**config.mk**
```make
export PLATFORM = sky130hd
export DESIGN_NAME = alu
export DESIGN_NICKNAME = d
export VERILOG_FILES = /design/src/mips_pkg.sv /design/src/alu.sv
export SDC_FILE = /design/constraint.sdc
export NUM_CORES = 1
export LEC_CHECK = 0
export BUFFER_PORTS_ARGS = -buffer_cell sky130_fd_sc_hd__buf_2
export CORE_ASPECT_RATIO = 2
export CORE_UTILIZATION = 61
export DETAILED_ROUTE_END_ITERATION = 6
export GPL_TIMING_DRIVEN = 0
export PLACE_DENSITY = 0.92
export SLEW_MARGIN = 20
export SYNTH_ARGS = -nofsm -noshare
export SYNTH_HDL_FRONTEND = slang
export SYNTH_SLANG_ARGS = --single-unit
```
**constraint.sdc**
```tcl
create_clock -name vclk -period 6.6
set_input_delay 1.32 -clock vclk [all_inputs]
set_output_delay 1.32 -clock vclk [all_outputs]
set_load 0.03 [all_outputs]
```
**src/mips_pkg.sv**
```systemverilog
`default_nettype none

package mips_pkg;

    localparam int XLEN       = 32;
    localparam int REG_ADDR_W = 5;
    localparam int DMEM_WORDS = 256;
    localparam int DMEM_AW    = $clog2(DMEM_WORDS);

    localparam logic [REG_ADDR_W-1:0] RA_REG = 5'd31;
    localparam logic [REG_ADDR_W-1:0] V0_REG = 5'd2;
    localparam logic [REG_ADDR_W-1:0] A0_REG = 5'd4;

    // $v0 value that stops the core on syscall
    localparam logic [XLEN-1:0] HALT_CODE = 32'd10;

    localparam logic [5:0] OP_RTYPE = 6'h00;
    localparam logic [5:0] OP_J     = 6'h02;
    localparam logic [5:0] OP_JAL   = 6'h03;
    localparam logic [5:0] OP_BEQ   = 6'h04;
    localparam logic [5:0] OP_BNE   = 6'h05;
    localparam logic [5:0] OP_ADDI  = 6'h08;
    localparam logic [5:0] OP_ANDI  = 6'h0c;
    localparam logic [5:0] OP_ORI   = 6'h0d;
    localparam logic [5:0] OP_LW    = 6'h23;
    localparam logic [5:0] OP_SW    = 6'h2b;

    localparam logic [5:0] FN_SLL     = 6'h00;
    localparam logic [5:0] FN_JR      = 6'h08;
    localparam logic [5:0] FN_SYSCALL = 6'h0c;
    localparam logic [5:0] FN_ADD     = 6'h20;
    localparam logic [5:0] FN_SUB     = 6'h22;
    localparam logic [5:0] FN_AND     = 6'h24;
    localparam logic [5:0] FN_OR      = 6'h25;
    localparam logic [5:0] FN_SLT     = 6'h2a;

    typedef enum logic [2:0] {
        ALU_ADD,
        ALU_SUB,
        ALU_AND,
        ALU_OR,
        ALU_SLT,
        ALU_SLL
    } alu_op_t;

    typedef enum logic [1:0] {
        FWD_RF,
        FWD_MEM,
        FWD_WB
    } fwd_sel_t;

    // all zero is a bubble
    typedef struct packed {
        alu_op_t alu_op;
        logic    alu_src_imm;
        logic    use_shamt;
        logic    sign_ext;
        logic    reg_write;
        logic    dst_rd;
        logic    mem_read;
        logic    mem_write;
        logic    branch_eq;
        logic    branch_ne;
        logic    jump;
        logic    link;
        logic    jump_reg;
        logic    syscall;
    } ctrl_t;

    typedef struct packed {
        logic [XLEN-1:0] pc;
        logic [XLEN-1:0] instr;
    } if_id_t;

    typedef struct packed {
        logic [XLEN-1:0]       pc;
        ctrl_t                 ctrl;
        logic [REG_ADDR_W-1:0] rs;
        logic [REG_ADDR_W-1:0] rt;
        logic [REG_ADDR_W-1:0] rd;
        logic [4:0]            shamt;
        logic [15:0]           imm16;
        logic [XLEN-1:0]       rs_val;
        logic [XLEN-1:0]       rt_val;
    } id_ex_t;

    typedef struct packed {
        logic                  reg_write;
        logic                  mem_read;
        logic                  mem_write;
        logic                  syscall;
        logic [REG_ADDR_W-1:0] rt;
        logic [REG_ADDR_W-1:0] dest;
        logic [XLEN-1:0]       alu_result;
        logic [XLEN-1:0]       store_data;
    } ex_mem_t;

    typedef struct packed {
        logic                  reg_write;
        logic                  mem_read;
        logic                  syscall;
        logic [REG_ADDR_W-1:0] dest;
        logic [XLEN-1:0]       alu_result;
        logic [XLEN-1:0]       load_data;
    } mem_wb_t;

endpackage

`default_nettype wire

```
**src/alu.sv**
```systemverilog
`timescale 1ns/10ps
`default_nettype none

module alu (
    input  logic [mips_pkg::XLEN-1:0] a,
    input  logic [mips_pkg::XLEN-1:0] b,
    input  mips_pkg::alu_op_t         op,
    output logic [mips_pkg::XLEN-1:0] result
);
    import mips_pkg::*;

    always_comb begin
        case (op)
            ALU_ADD: result = a + b;
            ALU_SUB: result = a - b;
            ALU_AND: result = a & b;
            ALU_OR:  result = a | b;
            ALU_SLT: result = {{(XLEN-1){1'b0}}, $signed(a) < $signed(b)};
            // shift amount arrives on a
            ALU_SLL: result = b << a[4:0];
            default: result = '0;
        endcase
    end

endmodule

`default_nettype wire

```
==> Word-level counts from Yosys, hierarchy flattened <==
Cells that the tools add are included.
{ "totals": {"ff_bits": 0, "wordCells": 13, "output_inout_bits": 32} }
{ "op_classes": {"order_cmp": 1, "n_shift": 1, "eq_ne": 5, "add_sub_neg": 2, "bitwise": 2, "reduce_logical": 1, "muxes": 1} }
{ "ops": {"columns": ["op", "n"], "rows": [
  ["case mux 32 bit (6 select lines)", 1],
  ["adder 32 bit", 1],
  ["AND 32 bit", 1],
  ["< comparator 32 bit", 1],
  ["OR 32 bit", 1],
  ["<< shifter 32 x 5 -> 32 bit", 1],
  ["subtractor 32 bit", 1],
  ["equality test 3 x 2 -> 1 bit (second input constant)", 2],
  ["equality test 3 bit (second input constant)", 2],
  ["equality test 3 x 1 -> 1 bit (second input constant)", 1],
  ["logical NOT 3 bit", 1]
]} }

==> Longest topological paths before layout <==
{ "logic_depth": {"ltp_word": 2, "depth_mapped": 16, "ltp_nobuf": 12} }

==> Worst setup path after synthesis <==
No wires, ideal clock.
{ "synth_timing": {"path_kind": "input port to output port", "start": "input port a[0] (netlist bit)", "end": "output port result[30] (netlist bit)", "path_slack_ns": 0.372, "t_required_ns": 5.280, "stages": 16, "t_arrival_ns": 4.908, "n_path_buf": 4, "path_cell_list": "buf_4 > buf_2 > buf_4 > buf_2 > inv_1 > ha_1 > fa_1 > nor2_1 > o311ai_1 > a21oi_1 > a22oi_1 > o221ai_1 > a221oi_1 > o311ai_1 > mux2_2 > o211ai_1"} }
{ "synth_between": {"elab_chain_cells": 2, "elab_cells_between_ends": 4, "classes_between": "add/sub: 2; shift: 1; mux: 1"} }
{ "synth_rtl": {"columns": ["item", "line", "text"], "rows": [
  ["start: declaration", "alu.sv:5", "input logic [mips_pkg::XLEN-1:0] a,"],
  ["subtractor 32 bit (tied with other cells)", "alu.sv:15", "ALU_SUB: result = a - b;"],
  ["case mux 32 bit (6 select lines) *", "alu.sv:13", "case (op)"],
  ["end: declaration", "alu.sv:8", "output logic [mips_pkg::XLEN-1:0] result"]
]} }
Every way passes the cells marked *; elsewhere a longest branch is shown, timed or not.

==> Final worst setup path <==
Same ends and word-level chain as after synthesis.

==> qor.txt <==
YOSYS
-----------------------------------------------------------------------------------------------------
Post-synthesis instance area ...........................................................     6300 µm²
Compound-Gate Fraction of Synth Area ...................................................        0.352
Number of nets produced by synthesis ...................................................        1,098
Post-synthesis share of cell area spent on full adders, half adders and majority gates .        0.207
Number of instances in the synthesized netlist .........................................          928
Xor and xnor area share after synthesis ................................................       0.0389
Register area share after synthesis ....................................................            0
Largest family of logic cells by synthesized area ...................................... compound AO/OA/AOI/OAI gates
Number of warnings issued by yosys .....................................................            0
Multiplexer fraction of the synthesized cell area ......................................        0.107
Area share of and/or/nand/nor cells after synthesis ....................................        0.194
Syn avg cell area ......................................................................     6.79 µm²
Count of different cell masters after synthesis ........................................           80

WORST SETUP PATH
-----------------------------------------------------------------------------------------------------
Biggest fanout along the worst timing path .............................................           37
Launching element type of the critical path ............................................   input port
Slowest-stage cell, CP ................................................................. sky130_fd_sc_hd__fa_1
Type of the setup path with the least slack ............................................    in -> out
Crit-path most repeated cell ........................................................... sky130_fd_sc_hd__buf_12
Crit-path cells ........................................................................ buf_2 > buf_12 > inv_1 > ha_1 > fa_1 > nor2_1 > o311ai_2 > a21oi_2 > buf_4 > a22oi_1 > o221ai_2 > a221oi_4 > buf_12 > o311ai_4 > mux2_2 > o211ai_1 > clkbuf_4
Largest stage delay, worst path ........................................................      0.43 ns
Required time of the critical path .....................................................      5.28 ns
Crit. End Element ...................................................................... primary output
CP Data Arrival Time ...................................................................      5.35 ns
Timing startpoint of the critical path .................................................         a[0]

CELLS AND AREA
-----------------------------------------------------------------------------------------------------
Share of layout cells above drive strength 1 ...........................................        0.179
Core Util, Final .......................................................................        0.709
FILL cells .............................................................................          873
Synth-to-layout area growth ............................................................        13.5%
Seq cells ..............................................................................            0
NumNets Final ..........................................................................        1,199
Clock buffer cells .....................................................................            0
Most frequent cells in the layout ...................................................... 103 x sky130_fd_sc_hd__nor2_1, 102 x sky130_fd_sc_hd__buf_2, 99 x sky130_fd_sc_hd__ha_1, 96 x sky130_fd_sc_hd__a21oi_1, 89 x sky130_fd_sc_hd__inv_1
Multi-input gate area in the final layout ..............................................     5780 µm²
Commonest non-fill, non-tap cell in the layout ......................................... sky130_fd_sc_hd__nor2_1
Seq. cell area .........................................................................        0 µm²

STA
-----------------------------------------------------------------------------------------------------
Post-route clock period utilization ....................................................         1.01
RSZ-0062 raised after global routing ...................................................         true
Final Hold Fails .......................................................................            0
Maximum operating frequency ............................................................      150 MHz
Final Critical Period ..................................................................      6.67 ns
Final worst-path setup slack ...........................................................   -0.0744 ns
Final setup vio count ..................................................................            1
Worst-Margin Slew ......................................................................     0.978 ns
Max transition margin ..................................................................        0.341
Setup Total Neg Slack ..................................................................   -0.0744 ns
Max Slew Vio Count .....................................................................            0

PLACEMENT
-----------------------------------------------------------------------------------------------------
# port buffers .........................................................................           97
Post-DP HPWL ...........................................................................    22,800 µm
Worst setup timing slack at the placement stage ........................................     -1.06 ns
GPL Wtd Cong ...........................................................................         1.13

FLOW RUN
-----------------------------------------------------------------------------------------------------
Max-capacitance violation count ........................................................            0

DRT
-----------------------------------------------------------------------------------------------------
Overall routed net length ..............................................................    29,700 µm
Vias after detailed routing ............................................................        8,461
Via/cell ratio .........................................................................         7.27
DRT antenna net count ..................................................................            0
Violation count after the first detailed-route iteration ...............................          976
Iteration count of the initial detailed-routing pass ...................................            7
Routed wirelength normalized by instance count .........................................      25.5 µm
Remaining design rule violation count ..................................................            1

GRT
-----------------------------------------------------------------------------------------------------
Wire length of the first global-routing pass ...........................................    44,100 µm
Residual overflow from global routing ..................................................            0
Pin count of the biggest net entering global routing ...................................           20
Number of antenna violations at the first check in global routing ......................            0
Combined global-route utilization of all metal layers ..................................        0.551
Vias in the first global route .........................................................        8,088

RUN STATUS
-----------------------------------------------------------------------------------------------------
Run status ............................................................................. complete, but fails checks
Violated checks ........................................................................ design-rule violations, negative setup slack

FLOORPLANNING
-----------------------------------------------------------------------------------------------------
Die outline area .......................................................................   10,800 µm²
Vertical die dimension .................................................................       146 µm
IO Pins ................................................................................           99
Core Footprint .........................................................................   10,100 µm²
Placement Rows .........................................................................           52
Horizontal die dimension ...............................................................      73.9 µm
Effective utilization at floorplan .....................................................        0.625

MIN PATH
-----------------------------------------------------------------------------------------------------
Beginning of the worst hold path .......................................................        op[2]
Kind of path behind the tightest hold check ............................................    in -> out

CTS
-----------------------------------------------------------------------------------------------------
Cts-stage hold buffer count ............................................................            0

[Yosys cell counts, drive strengths merged, types with 3 or more instances]
cell | count | area share
nor2 | 104 | 0.062
ha | 101 | 0.20
a21oi | 99 | 0.081
inv | 94 | 0.056
nand2 | 84 | 0.050
o21ai | 64 | 0.051
clkbuf | 39 | 0.028
a211oi | 26 | 0.033
xnor2 | 23 | 0.032
o221ai | 22 | 0.031
o211ai | 20 | 0.025
mux2i | 19 | 0.030
buf | 17 | 0.017
nor3 | 17 | 0.014
mux2 | 15 | 0.027
mux4 | 14 | 0.050
nand3 | 14 | 0.012
a221oi | 13 | 0.018
nor2b | 9 | 0.0089
a21o | 8 | 0.0097
o31ai | 8 | 0.0095
or3 | 8 | 0.0081
a31oi | 7 | 0.0070
nand2b | 7 | 0.0070
o21bai | 7 | 0.0083
nor4 | 6 | 0.0060
a211o | 5 | 0.0070
and3 | 5 | 0.0050
o21a | 5 | 0.0060
xor2 | 5 | 0.0070
a2111oi | 4 | 0.0077
nand3b | 4 | 0.0048
nand4 | 4 | 0.0040
o2111ai | 4 | 0.0056
o211a | 4 | 0.0064
o311ai | 4 | 0.0083
a21boi | 3 | 0.0036
a221o | 3 | 0.0048
a22oi | 3 | 0.0036
a311oi | 3 | 0.0042
o22ai | 3 | 0.0030
[layout make-up]
class | instances | area share
diodes | 2 | 0.000700
plain buffers | 49 | 0.0369
multi-input cells | 777 | 0.808
repair buffers | 106 | 0.0795
inverters | 95 | 0.0509
well taps | 135 | 0.0236
[metal layers]
| layer | GRT usage | wire, µm |
|---|---|---|
| met4 | 0.517 | 3920 |
| met3 | 0.217 | 3500 |
| met2 | 0.858 | 13100 |
| met1 | 0.532 | 9120 |
| met5 | 0 | 0 |
[worst paths after layout]
kind	endpoint	slack, ns	cells after the start
worst max-delay path	result[30]	-0.07	17
worst min-delay path	result[2]	3.06	3
[timing repair]
action / CTS / global route
setup buffers: 3 / 6
gates cloned: 0 / 0
pin swaps: 2 / 5
resized for setup: 10 / 18
endpoints found under the setup margin: 20 / 9
[worst max-delay path, delay by kind of cell]
| family | cells | cell delay [ns] |
|---|---|---|
| buffers and inverters | 6 | 1.16 |
| AND/OR/NAND/NOR | 1 | 0.26 |
| multiplexers | 1 | 0.39 |
| AO/OA/AOI/OAI | 7 | 1.49 |
| adder cells (fa/ha/maj) | 2 | 0.72 |
[metrics by stage]
stage	hold WS, ns	cells	instance area (µm²)
final	3.06	1164	7150
after detailed placement	3.05	1160	6950
after CTS	3.05	1158	7000
after global placement	3.06	1160	6950
after global routing	3.09	1162	7140
after floorplan	2.83	928	6300
[kinds of logic after synthesis]
| group | after synthesis |
|---|---|
| XOR/XNOR | 28 |
| buffers and inverters | 151 |
| multiplexers | 48 |
| adder cells (fa/ha/maj) | 103 |
| AND/OR/NAND/NOR | 271 |
| AO/OA/AOI/OAI | 327 |
