### src/mips_pkg.sv
`default_nettype none

package mips_pkg;

    localparam int XLEN       = 32;
    localparam int REG_ADDR_W = 5;
    localparam int DMEM_WORDS = 256;
    localparam int DMEM_AW    = $clog2(DMEM_WORDS);

    localparam logic [REG_ADDR_W-1:0] RA_REG = 5'd31;
    localparam logic [REG_ADDR_W-1:0] V0_REG = 5'd2;
    localparam logic [REG_ADDR_W-1:0] A0_REG = 5'd4;

    // $v0 value that stops the core on syscall
    localparam logic [XLEN-1:0] HALT_CODE = 32'd10;

    localparam logic [5:0] OP_RTYPE = 6'h00;
    localparam logic [5:0] OP_J     = 6'h02;
    localparam logic [5:0] OP_JAL   = 6'h03;
    localparam logic [5:0] OP_BEQ   = 6'h04;
    localparam logic [5:0] OP_BNE   = 6'h05;
    localparam logic [5:0] OP_ADDI  = 6'h08;
    localparam logic [5:0] OP_ANDI  = 6'h0c;
    localparam logic [5:0] OP_ORI   = 6'h0d;
    localparam logic [5:0] OP_LW    = 6'h23;
    localparam logic [5:0] OP_SW    = 6'h2b;

    localparam logic [5:0] FN_SLL     = 6'h00;
    localparam logic [5:0] FN_JR      = 6'h08;
    localparam logic [5:0] FN_SYSCALL = 6'h0c;
    localparam logic [5:0] FN_ADD     = 6'h20;
    localparam logic [5:0] FN_SUB     = 6'h22;
    localparam logic [5:0] FN_AND     = 6'h24;
    localparam logic [5:0] FN_OR      = 6'h25;
    localparam logic [5:0] FN_SLT     = 6'h2a;

    typedef enum logic [2:0] {
        ALU_ADD,
        ALU_SUB,
        ALU_AND,
        ALU_OR,
        ALU_SLT,
        ALU_SLL
    } alu_op_t;

    typedef enum logic [1:0] {
        FWD_RF,
        FWD_MEM,
        FWD_WB
    } fwd_sel_t;

    // all zero is a bubble
    typedef struct packed {
        alu_op_t alu_op;
        logic    alu_src_imm;
        logic    use_shamt;
        logic    sign_ext;
        logic    reg_write;
        logic    dst_rd;
        logic    mem_read;
        logic    mem_write;
        logic    branch_eq;
        logic    branch_ne;
        logic    jump;
        logic    link;
        logic    jump_reg;
        logic    syscall;
    } ctrl_t;

    typedef struct packed {
        logic [XLEN-1:0] pc;
        logic [XLEN-1:0] instr;
    } if_id_t;

    typedef struct packed {
        logic [XLEN-1:0]       pc;
        ctrl_t                 ctrl;
        logic [REG_ADDR_W-1:0] rs;
        logic [REG_ADDR_W-1:0] rt;
        logic [REG_ADDR_W-1:0] rd;
        logic [4:0]            shamt;
        logic [15:0]           imm16;
        logic [XLEN-1:0]       rs_val;
        logic [XLEN-1:0]       rt_val;
    } id_ex_t;

    typedef struct packed {
        logic                  reg_write;
        logic                  mem_read;
        logic                  mem_write;
        logic                  syscall;
        logic [REG_ADDR_W-1:0] rt;
        logic [REG_ADDR_W-1:0] dest;
        logic [XLEN-1:0]       alu_result;
        logic [XLEN-1:0]       store_data;
    } ex_mem_t;

    typedef struct packed {
        logic                  reg_write;
        logic                  mem_read;
        logic                  syscall;
        logic [REG_ADDR_W-1:0] dest;
        logic [XLEN-1:0]       alu_result;
        logic [XLEN-1:0]       load_data;
    } mem_wb_t;

endpackage

`default_nettype wire

### src/regfile.sv
`timescale 1ns/10ps
`default_nettype none

module regfile (
    input  logic                            clk,
    input  logic                            rst_n,
    input  logic                            we,
    input  logic [mips_pkg::REG_ADDR_W-1:0] raddr_a,
    input  logic [mips_pkg::REG_ADDR_W-1:0] raddr_b,
    input  logic [mips_pkg::REG_ADDR_W-1:0] waddr,
    input  logic [mips_pkg::XLEN-1:0]       wdata,
    output logic [mips_pkg::XLEN-1:0]       rdata_a,
    output logic [mips_pkg::XLEN-1:0]       rdata_b,
    output logic [mips_pkg::XLEN-1:0]       v0_data,
    output logic [mips_pkg::XLEN-1:0]       a0_data
);
    import mips_pkg::*;

    logic [XLEN-1:0] regs [2**REG_ADDR_W];

    // $zero reads as zero, a same-cycle write is passed through
    function automatic logic [XLEN-1:0] read_port(input logic [REG_ADDR_W-1:0] addr);
        if (addr == '0)
            return '0;
        if (we && addr == waddr)
            return wdata;
        return regs[addr];
    endfunction

    always_comb begin
        rdata_a = read_port(raddr_a);
        rdata_b = read_port(raddr_b);
        v0_data = read_port(V0_REG);
        a0_data = read_port(A0_REG);
    end

    always_ff @(posedge clk or negedge rst_n) begin
        if (!rst_n) begin
            for (int i = 0; i < 2**REG_ADDR_W; i++) begin
                regs[i] <= '0;
            end
        end else if (we && waddr != '0) begin
            regs[waddr] <= wdata;
        end
    end

endmodule

`default_nettype wire

### config.mk
export PLATFORM = sky130hd
export DESIGN_NAME = regfile
export DESIGN_NICKNAME = d
export VERILOG_FILES = /design/src/mips_pkg.sv /design/src/regfile.sv
export SDC_FILE = /design/constraint.sdc
export NUM_CORES = 2
export LEC_CHECK = 0
export ABC_AREA = 1
export BUFFER_PORTS_ARGS = -buffer_cell sky130_fd_sc_hd__buf_2
export CORE_MARGIN = 2
export CORE_UTILIZATION = 50
export CTS_CLUSTER_DIAMETER = 150
export DETAILED_ROUTE_END_ITERATION = 8
export HOLD_SLACK_MARGIN = 0.06
export PLACE_DENSITY_LB_ADDON = 0.25
export SKIP_LAST_GASP = 1
export SLEW_MARGIN = 0
export SYNTH_ARGS = -nofsm -noshare
export SYNTH_HDL_FRONTEND = slang
export SYNTH_SLANG_ARGS = --single-unit
### constraint.sdc
create_clock -name clk -period 4.5 [get_ports clk]
set_input_delay 0.45 -clock clk [delete_from_list [all_inputs] [get_ports clk]]
set_output_delay 0.45 -clock clk [all_outputs]
set_load 0.03 [all_outputs]
# Word level (Yosys, flattened, before mapping)
# Cells that the tools add are included.
word_totals:
  register_bits: 1024
op_classes:
  magnitude_cmp: 4
  eq_ne: 4
  mux: 29
  bitwise_logic: 3
  reduce_logical: 9
op_table:
  columns: ["op", "n"]
  rows:
  - ["$bwmux 1024", 1]
  - ["$mux 32", 17]
  - ["$bmux 32 s5", 2]
  - ["$demux 32 s5", 1]
  - ["$ge 6x6->1 const B", 3]
  - ["$not 5->6", 3]
  - ["$eq 5x5->1", 2]
  - ["$logic_not 5->1", 2]
  - ["$mux 1", 8]
  - ["$logic_and 1x1->1", 6]
  - ["$lt 6x1->1 const B", 1]
  - ["$eq 2x5->1 const A", 1]
  - ["$eq 3x5->1 const A", 1]
  - ["$reduce_bool 5->1", 1]

# Logic depth before layout (Yosys ltp)
logic_depth:
  depth_word: 6
  mapped_depth: 14
  mapped_depth_nobuf: 11

# Worst setup path before layout
# Ideal clock, no wire load.
synth_path:
  path_kind: "in2out"
  from: "input port waddr[3] in the netlist's numbering"
  to: "output port v0_data[10] in the netlist's numbering"
  arrival_time_ps: 2167
  t_required_ps: 4050
  slack_ps: 1883
  path_stages: 8
  n_path_buf: 3
  path_cell_list: "buf_2 nor2_1 inv_2 nor3_2 nand2_1 buf_2 clkbuf_1 o21ai_0"
synth_between:
  elab_chain_cells: 4
synth_lines:
  columns: ["element", "line", "source"]
  rows:
  - ["start, declared", "regfile.sv:10", "input logic [mips_pkg::REG_ADDR_W-1:0] waddr,"]
  - ["$eq 2x5->1", "regfile.sv:25", "if (we && addr == waddr)"]
  - ["$logic_and 1x1->1", "regfile.sv:25", null]
  - ["$mux 1", "regfile.sv:25", null]
  - ["$mux 32", "regfile.sv:27", "return regs[addr];"]
  - ["end, declared", "regfile.sv:14", "output logic [mips_pkg::XLEN-1:0] v0_data,"]
# Every way passes these cells.

# Worst setup path after layout
layout_path:
  from: "input port raddr_a[3] in the netlist's numbering"
  to: "output port rdata_a[1] in the netlist's numbering"
layout_between:
  elab_chain_cells: 6
  elab_cells_between_ends: 13
layout_lines:
  columns: ["element", "line", "source"]
  rows:
  - ["start, declared", "regfile.sv:8", "input logic [mips_pkg::REG_ADDR_W-1:0] raddr_a,"]
  - ["$not 5->6 (not written as such) / $eq 5x5->1 (equally long branches)", "regfile.sv:27, regfile.sv:25", null]
  - ["$bmux 32 s5 / $logic_and 1x1->1 (equally long branches)", "regfile.sv:27, regfile.sv:25", null]
  - ["$mux 32 (not written as such) / $mux 1 (equally long branches) (2 in a row)", "regfile.sv:27, regfile.sv:25", null]
  - ["$mux 32", "regfile.sv:27", null]
  - ["$mux 32 (*)", "regfile.sv:25", null]
  - ["end, declared", "regfile.sv:12", "output logic [mips_pkg::XLEN-1:0] rdata_a,"]
# Every way passes the cells marked *; elsewhere a longest branch is shown, timed or not. The select of a mux whose other input is x is not followed.

==> metrics.yaml <==
outcome:
  status: "finished, final reports clean"
placement:
  dp_hpwl_um: 121000
  portBuffers: 177
  gp_congestion: 0.879
clocking:
  root_buffer: "clkbuf_16"
  cts_max_level: 3
  cts_tree: "built"
  cts_buffer_depth: 3
  hold_buffers: 26
  numCtsBuffers: 112
  post-cts-setup-buffer-count: 0
  cts_resized: 0
  cts_sinks: 1024
  insertion_delay_ps: 730
  path_clk_slew_ps: 60
worst_setup_path:
  path_depth: 7
  start_kind: "primary input"
  worstSetupPathType: "primary input to output port"
  slowest_delay_ps: 920
  cpLargestDelayFamily: "simple AND/OR/NAND/NOR gates"
  path_cells: "buf_4 -> nor2_4 -> nand4_1 -> buf_4 -> o21ai_0 -> a21oi_1 -> buf_2"
  r2r_end: "regs[882]$_DFFE_PN0P_"
  reg2reg_setup_slack_ps: 3530
  worstSetupStartpoint: "raddr_a[3]"
  slowest_stage: "nand4_1"
  reg2reg_depth: 2
  cp.arrival_ps: 3310
  critPathMaxFanout: 36
  critPathBufInv: 3
  endpoint_kind: "output port"
  r2r-start: "regs[882]$_DFFE_PN0P_"
  cp_common_cell: "buf_4"
  cp.required_ps: 4050
synth:
  synthFlopType: "dfrtp_1"
  synth-edff-count: 0
  ys_ff_latch: 1024
  syn_avg_cell_area_um2: 6.87
  syn_nets: 8633
  yosysSeqAreaShare_pct: 43.4
  synth_area_mm2: 0.0590
  synth_warnings: 0
  synth_cell_types: 26
  postSynthCellCount: 8583
  async_reset_ff_share_pct: 100
timing:
  fin_crit_sh_pct: 83.6
  max_freq_ghz: 0.266
  finalSetupViolCount: 0
  period_needed_ps: 3760
  fin_tns_setup_ps: 0
  drv_slew: 0
  hold_violations: 0
  slew-limit-headroom_pct: 9.80
  worst_pin_slew_ps: 1350
  clock_skew_ps: 0
  rsz0062_at_grt: "false"
global_routing:
  grt_pass1_vias: 55206
  overflow: 0
  grtUsageTotal_pct: 35.9
  grt_pass1_wl_um: 336000
  grt_max_degree: 189
  antenna_found_initial: 14
routing:
  routedWlPerCell_um: 22.4
  vias: 60003
  first_pass_iters: 6
  drc: 0
  wl_um: 221000
  via_per_inst: 6.08
  drt_iter0_markers: 9235
  ant_nets: 0
finish:
  syn_to_final_growth_pct: 8.94
  largest_reg_flops: 1024
  layout-drive-gt1-share_pct: 7.35
  regMostFlops: "regs"
  largest_registers: "regs: 1024 flops"
  final_nets: 8293
die:
  die-width_um: 347
  io_pins: 178
  die_area_mm2: 0.121
  die_y_um: 347
  fp-row-count: 126
  initial_core_util_pct: 50.2
  core_area_mm2: 0.118
min_path:
  hold_start: "wdata[10]"
  min_path_type: "primary input to register"
  min_path_cells: 3
  whs_endpoint: "regs[810]$_DFFE_PN0P_"
pwr:
  cellLeakagePower_nw: 31.1
  finalPower_mw: 28.0
  vdd_drop_max_mv: 0.310
  power_density_mw_per_mm2: 436
flow_run:
  maxCapViolations: 0
-- power by group --
group	switching, mW	total, mW	internal [mW]	leakage [nW]
Combinational	4.04	6.05	2.01	16.0
Clock	4.03	9.84	5.81	1.92
Sequential	1.18	12.1	10.9	13.2
Total	9.25	28.0	18.7	31.1
-- area by class of cell --
cell class | count | area (µm²)
inverters | 671 | 2560
clock buffers | 164 | 3310
flip-flops and latches | 1024 | 25600
diodes | 5 | 12.5
repair buffers | 320 | 2460
multi-input cells | 6114 | 27800
clock inverters | 43 | 557
well taps | 1536 | 1920
fillers | 11190 | 53300
-- synth_stat cells (57+ instances only) --
library cell / number / area (µm²)
buf_1: 57 / 214
nand3_1: 1055 / 5280
nand2_1: 2568 / 9640
o21ai_0: 1426 / 7140
nor2_1: 443 / 1660
inv_1: 661 / 2480
or2_2: 73 / 457
dfrtp_1: 1024 / 25600
buf_2: 251 / 1260
clkbuf_1: 455 / 1710
a21oi_1: 270 / 1350
o211ai_1: 203 / 1520
-- worst register-to-register path, cell delays in order, from the launching register on --
cell and delay [ps]:
dfrtp_1 400, nand2_1 250, o21ai_0 150
-- logic make-up after synthesis --
| logic type | share of synthesized area [%] |
|---|---|
| compound gates | 17.3 |
| xor+xnor | 0.0297 |
| buf+inv | 9.81 |
| flops | 43.4 |
| simple gates | 29.4 |
-- stage by stage --
stage / setup slack, ps / instance area (µm²) / instances / hold slack (ps) / util [%]
global route: 731 / 64300 / 9874 / 91.8 / 54.6
floorplan: 1880 / 59000 / 8583 / 154 / -
global placement: 968 / 60100 / 9639 / 365 / 51.1
detailed placement: 962 / 60100 / 9639 / 366 / 51.1
CTS: 956 / 64200 / 9872 / 62.3 / 54.6
finish: 737 / 64300 / 9877 / 101 / 54.6
-- placed cells by master (no fill, tap or decap), types with 5 or more instances in the layout --
master         instances
bufinv_16             13
o211ai_1             203
clkbuf_1              24
diode_2                5
nor3_2                 5
buf_4                 90
o21ai_1               35
nand3_1             1054
nand2_1             2556
dfrtp_1             1024
inv_2                  8
nor2_1               439
nand3_4                5
dlygate4sd3_1         26
inv_6                  5
a21oi_1              270
buf_2                168
o21ai_0             1426
o22ai_1                5
buf_12                30
inv_1                655
clkinv_2              26
clkbuf_8              25
clkbuf_16            115
or2_2                 73
nand4_4                5
nand2_4               18
-- worst max path at each step --
stage	endpoint	slack, ps
2_1_floorplan	v0_data[10]	1880
3_3_place_gp	rdata_a[18]	970
3_5_place_dp	rdata_a[18]	960
4_1_cts	rdata_a[18]	960
5_1_grt	rdata_a[18]	730
6_report	rdata_a[1]	740
-- routing by layer --
layer / GRT usage, % / part of all wire [%] / wire length (µm) / vias up
met5: 0 / 0.046 / 101 / -
met4: 17.1 / 5.1 / 11400 / 18
met3: 7.91 / 12 / 26900 / 683
met2: 54.2 / 43 / 94800 / 3776
met1: 49.2 / 40 / 87700 / 28378
li1: - / - / - / 27148
No activity file was read; power rests on OpenSTA's default activity.
