===== src/mips_pkg.sv =====
`default_nettype none

package mips_pkg;

    localparam int XLEN       = 32;
    localparam int REG_ADDR_W = 5;
    localparam int DMEM_WORDS = 256;
    localparam int DMEM_AW    = $clog2(DMEM_WORDS);

    localparam logic [REG_ADDR_W-1:0] RA_REG = 5'd31;
    localparam logic [REG_ADDR_W-1:0] V0_REG = 5'd2;
    localparam logic [REG_ADDR_W-1:0] A0_REG = 5'd4;

    // $v0 value that stops the core on syscall
    localparam logic [XLEN-1:0] HALT_CODE = 32'd10;

    localparam logic [5:0] OP_RTYPE = 6'h00;
    localparam logic [5:0] OP_J     = 6'h02;
    localparam logic [5:0] OP_JAL   = 6'h03;
    localparam logic [5:0] OP_BEQ   = 6'h04;
    localparam logic [5:0] OP_BNE   = 6'h05;
    localparam logic [5:0] OP_ADDI  = 6'h08;
    localparam logic [5:0] OP_ANDI  = 6'h0c;
    localparam logic [5:0] OP_ORI   = 6'h0d;
    localparam logic [5:0] OP_LW    = 6'h23;
    localparam logic [5:0] OP_SW    = 6'h2b;

    localparam logic [5:0] FN_SLL     = 6'h00;
    localparam logic [5:0] FN_JR      = 6'h08;
    localparam logic [5:0] FN_SYSCALL = 6'h0c;
    localparam logic [5:0] FN_ADD     = 6'h20;
    localparam logic [5:0] FN_SUB     = 6'h22;
    localparam logic [5:0] FN_AND     = 6'h24;
    localparam logic [5:0] FN_OR      = 6'h25;
    localparam logic [5:0] FN_SLT     = 6'h2a;

    typedef enum logic [2:0] {
        ALU_ADD,
        ALU_SUB,
        ALU_AND,
        ALU_OR,
        ALU_SLT,
        ALU_SLL
    } alu_op_t;

    typedef enum logic [1:0] {
        FWD_RF,
        FWD_MEM,
        FWD_WB
    } fwd_sel_t;

    // all zero is a bubble
    typedef struct packed {
        alu_op_t alu_op;
        logic    alu_src_imm;
        logic    use_shamt;
        logic    sign_ext;
        logic    reg_write;
        logic    dst_rd;
        logic    mem_read;
        logic    mem_write;
        logic    branch_eq;
        logic    branch_ne;
        logic    jump;
        logic    link;
        logic    jump_reg;
        logic    syscall;
    } ctrl_t;

    typedef struct packed {
        logic [XLEN-1:0] pc;
        logic [XLEN-1:0] instr;
    } if_id_t;

    typedef struct packed {
        logic [XLEN-1:0]       pc;
        ctrl_t                 ctrl;
        logic [REG_ADDR_W-1:0] rs;
        logic [REG_ADDR_W-1:0] rt;
        logic [REG_ADDR_W-1:0] rd;
        logic [4:0]            shamt;
        logic [15:0]           imm16;
        logic [XLEN-1:0]       rs_val;
        logic [XLEN-1:0]       rt_val;
    } id_ex_t;

    typedef struct packed {
        logic                  reg_write;
        logic                  mem_read;
        logic                  mem_write;
        logic                  syscall;
        logic [REG_ADDR_W-1:0] rt;
        logic [REG_ADDR_W-1:0] dest;
        logic [XLEN-1:0]       alu_result;
        logic [XLEN-1:0]       store_data;
    } ex_mem_t;

    typedef struct packed {
        logic                  reg_write;
        logic                  mem_read;
        logic                  syscall;
        logic [REG_ADDR_W-1:0] dest;
        logic [XLEN-1:0]       alu_result;
        logic [XLEN-1:0]       load_data;
    } mem_wb_t;

endpackage

`default_nettype wire


===== src/hazard_unit.sv =====
`timescale 1ns/10ps
`default_nettype none

module hazard_unit (
    input  logic [mips_pkg::REG_ADDR_W-1:0] id_rs,
    input  logic [mips_pkg::REG_ADDR_W-1:0] id_rt,
    input  mips_pkg::ctrl_t                 id_ctrl,
    input  logic                            redirect,
    input  logic                            halted,
    input  mips_pkg::id_ex_t                id_ex,
    input  logic [mips_pkg::REG_ADDR_W-1:0] ex_dest,
    input  mips_pkg::ex_mem_t               ex_mem,
    input  mips_pkg::mem_wb_t               mem_wb,
    output mips_pkg::fwd_sel_t              id_fwd_a,
    output mips_pkg::fwd_sel_t              id_fwd_b,
    output mips_pkg::fwd_sel_t              ex_fwd_a,
    output mips_pkg::fwd_sel_t              ex_fwd_b,
    output mips_pkg::fwd_sel_t              mem_fwd_store,
    output logic                            stall_id,
    output logic                            flush_if,
    output logic                            freeze
);
    import mips_pkg::*;

    logic reads_rs;
    logic reads_rt;
    logic needs_operands;
    logic ex_hit;
    logic mem_load_hit;
    logic load_use;
    logic branch_wait;

    // youngest producer wins
    function automatic fwd_sel_t pick(input logic [REG_ADDR_W-1:0] src);
        if (ex_mem.reg_write && ex_mem.dest != '0 && ex_mem.dest == src)
            return FWD_MEM;
        if (mem_wb.reg_write && mem_wb.dest != '0 && mem_wb.dest == src)
            return FWD_WB;
        return FWD_RF;
    endfunction

    always_comb begin
        id_fwd_a = pick(id_rs);
        id_fwd_b = pick(id_rt);
        ex_fwd_a = pick(id_ex.rs);
        ex_fwd_b = pick(id_ex.rt);
        mem_fwd_store = FWD_RF;
        if (ex_mem.mem_write && mem_wb.reg_write && mem_wb.dest != '0
                && mem_wb.dest == ex_mem.rt)
            mem_fwd_store = FWD_WB;
    end

    // store data in rt is fixed up in MEM, so it never stalls
    assign reads_rs = (id_ctrl.reg_write && !id_ctrl.link) || id_ctrl.mem_write
                   || id_ctrl.branch_eq || id_ctrl.branch_ne || id_ctrl.jump_reg;
    assign reads_rt = reads_rs && !id_ctrl.alu_src_imm && !id_ctrl.jump_reg;
    assign needs_operands = id_ctrl.branch_eq || id_ctrl.branch_ne || id_ctrl.jump_reg;

    assign ex_hit = ex_dest != '0
                 && ((reads_rs && ex_dest == id_rs) || (reads_rt && ex_dest == id_rt));
    assign mem_load_hit = ex_mem.mem_read && ex_mem.dest != '0
                       && ((reads_rs && ex_mem.dest == id_rs)
                           || (reads_rt && ex_mem.dest == id_rt));

    assign load_use    = id_ex.ctrl.mem_read && ex_hit;
    assign branch_wait = needs_operands
                      && ((id_ex.ctrl.reg_write && ex_hit) || mem_load_hit);

    assign freeze   = halted;
    assign stall_id = (load_use || branch_wait) && !halted;
    assign flush_if = redirect && !stall_id && !halted;

endmodule

`default_nettype wire


===== config.mk =====
export PLATFORM = sky130hd
export DESIGN_NAME = hazard_unit
export DESIGN_NICKNAME = d
export VERILOG_FILES = /design/src/mips_pkg.sv /design/src/hazard_unit.sv
export SDC_FILE = /design/constraint.sdc
export NUM_CORES = 1
export LEC_CHECK = 0
export BUFFER_PORTS_ARGS = -buffer_cell sky130_fd_sc_hd__buf_2
export CELL_PAD_IN_SITES_DETAIL_PLACEMENT = 1
export CELL_PAD_IN_SITES_GLOBAL_PLACEMENT = 2
export CORE_AREA = 2 2 135 137
export DETAILED_ROUTE_END_ITERATION = 10
export DIE_AREA = 0 0 137 139
export PLACE_DENSITY_LB_ADDON = 0.15
export SLEW_MARGIN = 20
export SYNTH_ARGS = -nofsm -noshare
export SYNTH_HDL_FRONTEND = slang
export SYNTH_SLANG_ARGS = --single-unit

===== constraint.sdc =====
create_clock -name vclk -period 1.2
set_input_delay 0.06 -clock vclk [all_inputs]
set_output_delay 0.06 -clock vclk [all_outputs]
set_load 0.03 [all_outputs]

==> Word level (Yosys, flattened, before mapping) <==
Cells that the tools add are included.
{ "op_classes": {"eq_ne": 11, "n_reduce_logical": 47, "n_mux": 29} }
{ "op_table": {"columns": ["cell", "n"], "rows": [
  ["5-bit equality test", 11],
  ["2-bit 2-to-1 mux", 17],
  ["1-bit logical AND", 29],
  ["5-bit nonzero test", 3],
  ["1-bit 2-to-1 mux", 12],
  ["1-bit logical OR", 10],
  ["1-bit zero test", 5]
]} }
{ "word_totals": {"output_inout_bits": 13, "reg_bits": 0, "input_bits": 331, "word_cells": 87} }

==> Logic depth before layout (Yosys ltp) <==
{ "logic_depth": {"ltp_word": 19, "depth_mapped": 6, "depth_no_buf": 5} }

==> Least setup slack after synthesis <==
Ideal clock, no wire load.
{ "synth_timing": {"path_type": "input port to output port", "from": "input port ex_mem[64] (netlist name)", "to": "output port ex_fwd_a[1]", "arrival_time_ps": 1878, "required_ps": 1140, "setup_slack_ps": -738, "cell_stages": 6, "path_buffers": 1, "path_cell_list": "buf_2 -> nor3_1 -> nand2_1 -> nand2_1 -> nor4_1 -> nor4_2"} }
{ "synth_between": {"elab_chain_len": 5, "elab_cells_between_ends": 6, "cone_classes": "eq/ne (1); mux (2); reduce/logical (3)"} }
{ "synth_rtl": {"columns": ["item", "line_no", "rtl"], "rows": [
  ["start, declared", "hazard_unit.sv:12", "input mips_pkg::ex_mem_t ex_mem,"],
  ["5-bit nonzero test", "hazard_unit.sv:35", "if (ex_mem.reg_write && ex_mem.dest != '0 && ex_mem.dest == src)"],
  ["1-bit logical AND", "hazard_unit.sv:35", null],
  ["1-bit logical AND (*)", "hazard_unit.sv:35", null],
  ["1-bit 2-to-1 mux (*)", "hazard_unit.sv:35", null],
  ["2-bit 2-to-1 mux (*)", "hazard_unit.sv:37", "if (mem_wb.reg_write && mem_wb.dest != '0 && mem_wb.dest == src)"],
  ["end, declared", "hazard_unit.sv:16", "output mips_pkg::fwd_sel_t ex_fwd_a,"]
]} }
Every way passes the cells marked *; elsewhere a longest branch is shown, timed or not.

==> Worst setup path in the final report <==
{ "layout_timing": {"from": "input port id_ctrl[1] (netlist name)", "to": "output port flush_if"} }
{ "layout_between": {"elab_chain_len": 14, "elab_cells_between_ends": 22, "cone_classes": "reduce/logical (22)"} }
{ "layout_rtl": {"columns": ["item", "line_no", "rtl"], "rows": [
  ["start, declared", "hazard_unit.sv:7", "input mips_pkg::ctrl_t id_ctrl,"],
  ["1-bit logical OR", "hazard_unit.sv:55", "|| id_ctrl.branch_eq || id_ctrl.branch_ne || id_ctrl.jump_reg;"],
  ["1-bit logical AND (2 in a row)", "hazard_unit.sv:56", "assign reads_rt = reads_rs && !id_ctrl.alu_src_imm && !id_ctrl.jump_reg;"],
  ["1-bit logical AND", "hazard_unit.sv:60", "&& ((reads_rs && ex_dest == id_rs) || (reads_rt && ex_dest == id_rt));"],
  ["1-bit logical OR", "hazard_unit.sv:60", null],
  ["1-bit logical AND", "hazard_unit.sv:60", null],
  ["1-bit logical AND", "hazard_unit.sv:67", "&& ((id_ex.ctrl.reg_write && ex_hit) || mem_load_hit);"],
  ["1-bit logical OR", "hazard_unit.sv:67", null],
  ["1-bit logical AND", "hazard_unit.sv:67", null],
  ["1-bit logical OR (*)", "hazard_unit.sv:70", "assign stall_id = (load_use || branch_wait) && !halted;"],
  ["1-bit logical AND (*)", "hazard_unit.sv:70", null],
  ["1-bit zero test (*)", "hazard_unit.sv:71", "assign flush_if = redirect && !stall_id && !halted;"],
  ["1-bit logical AND (*) (2 in a row)", "hazard_unit.sv:71", null],
  ["end, declared", "hazard_unit.sv:20", "output logic flush_if,"]
]} }
Marks and branches as above.

==> metrics.cfg <==
[logic_synthesis]
synth-simple-area-share_pct=27.71
muxShareOfSynthArea_pct=0
synth_top_family_by_area=XOR/XNOR gates
syn-num-nets=444
netlist_instances=113
synth.distinct_cells=23
syn_avg_cell_area_um2=7.551
synth-xor-area-share_pct=56.45
synth.yosys.seq_area_share_pct=0
synth_fa_ha_area_share_pct=0
ys_warn_count=0
synthesis.area_um2=853.3
synth_compound_area_share_pct=6.598

[routing]
drt_drc_violations_left=0
ant_nets=0
vias=1158
wl_met1_mm=2.839
top_layer_used=met3
met3_length_um=269
viasPerCell=2.620
dr.first_iter.drc_count=17
first_pass_iters=4
wire_per_inst_um=13.00
routed_wl_mm=5.745
wl_met2_mm=2.636

[critical_path]
crit_type=in2out
crit_start=id_ctrl[1]
path_max_fanout=2
cp.arrival_ns=1.43
required_ns=1.14
start_kind=input port
end_kind=primary output

[sta]
timing.hold.ws_ns=0.3899
rsz0062_at_grt=yes
finalCritPeriodShare_pct=123.8
setup_viol=8
min_period_ns=1.485
clock.fmax_ghz=0.6732
finalMaxSlewViolations=0
hold_viol_final=0
setup_ws_ns=-0.2854

[pwr]
leakagePower_nw=0.9397
clkPwrFrac_pct=0
pwr_density_cell_nw_per_um2=321.5
p_int_uw=403.8
combPwrFrac_pct=100.0
switching_power_uw=339.6
seq_power_share_pct=0
sw_frac_of_total_pct=45.68
ir_worst_vdd_mv=0.08552

[final_layout]
final_cell_mix=buf_2 (38), xor2_1 (37), buf_4 (33)
n_antenna_cell=0
drive_above_1_share_pct=70.42
final_common_cell=buf_2
clkbuf_count=0
nNetsFinal=546
multi_input_area_um2=1030
area.sequential_um2=0
syn2layout_area_growth_pct=171.0
fillers=2109
design.seq.count=0
final_core_util_pct=13.10

[job]
drv_cap=0

[die]
die_area_um2=19040
boundaryPins=344
fp.dieW_um=137
core_area_um2=17660
rows=49
die_h_um=139
start_util_pct=4.833

[placed_design]
hpwlAfterDp_mm=5.070
port_buffers=67
place_congestion=0.6925

[min_path]
hp-start=halted
hp-class=in2out

[clock_network]
hold_buffers=0

[global_route]
grt_antenna_before_repair=1
grt_pass1_vias=1346
gr-total-overflow=0
track_usage_pct=5.997
grt_max_degree=7
grt_pass1_wl_mm=8.576

[run_status]
violations=negative setup slack
outcome=finished with violations

power groups by stage:
stage / clock network (mW) / logic [mW] / registers [mW]
2_1_floorplan: 0 / 0.297 / 0
3_3_place_gp: 0 / 0.567 / 0
3_5_place_dp: 0 / 0.566 / 0
4_1_cts: 0 / 0.703 / 0
5_1_grt: 0 / 0.809 / 0
6_report: 0 / 0.743 / 0
worst paths after layout:
path	endpoint	slack (ns)	cells past startpoint
worst min-delay path	stall_id	0.39	3
worst max-delay path	flush_if	-0.29	7
stage by stage:
| step | instance area (µm²) | setup TNS [ns] | setup slack (ns) | total power, mW | std cells |
|---|---|---|---|---|---|
| 3_3_place_gp | 1723 | -3.905 | -0.4614 | 0.5668 | 427 |
| 3_5_place_dp | 1723 | -3.956 | -0.4788 | 0.5657 | 427 |
| 5_1_grt | 2312 | -2.155 | -0.3469 | 0.8089 | 442 |
| 6_report | 2312 | -1.442 | -0.2854 | 0.7435 | 442 |
| 4_1_cts | 2151 | -1.671 | -0.3201 | 0.7027 | 436 |
| 2_1_floorplan | 953.4 | -0.9460 | -0.2015 | 0.2966 | 113 |
layer usage:
metal | track usage, % | vias to the layer above
met5 | 0 | -
met3 | 0.6213 | 0
met2 | 9.846 | 35
met4 | 0 | 0
met1 | 8.927 | 544
li1 | - | 579
synthesized netlist by cell type:
cell | instances | area [µm²]
nand3_1 | 5 | 25.02
and4b_1 | 1 | 10.01
nor2b_1 | 1 | 6.260
conb_1 | 1 | 3.750
o31a_1 | 1 | 8.760
xnor2_1 | 14 | 122.6
nor3_1 | 6 | 30.03
or4_1 | 5 | 37.54
nand4_1 | 1 | 6.260
nor2_1 | 7 | 26.28
a21o_1 | 1 | 7.510
a211o_1 | 1 | 8.760
a32oi_1 | 1 | 8.760
nand2_1 | 4 | 15.01
xor2_1 | 41 | 359.1
nor4_1 | 3 | 18.77
or3_4 | 1 | 11.26
o21ai_2 | 1 | 8.760
buf_2 | 6 | 30.03
a21oi_1 | 1 | 5.000
a21oi_2 | 1 | 8.760
buf_4 | 6 | 45.04
nor4_2 | 4 | 50.05
timing repair:
item	CTS	global route
gates cloned	0	0
endpoints found under the hold margin	0	0
resized for setup	86	27
buffers inserted	11	7
endpoints found under the setup margin	11	11
pin swaps	28	15
worst max-delay path, cell delays in order:
cell and delay [ns]:
buf_6 0.09, or3_4 0.37, o31a_1 0.29, a21oi_2 0.12, a211o_1 0.13, and4b_2 0.23, buf_6 0.13
logic make-up (layout without fill, tap and decap cells):
group / after synthesis / in the layout
and+or+nand+nor: 38 / 38
other: 1 / 1
xor gates and xnor gates: 55 / 55
AOI/OAI and AO/OA: 7 / 7
buffers and inverters: 12 / 112
layout make-up:
| type | instances | share of cell area, % |
|---|---|---|
| tap | 229 | 12.39 |
| timing repair buffer | 112 | 43.07 |
| multi-input combinational | 101 | 44.53 |
Power figures use the tool's default switching activity.
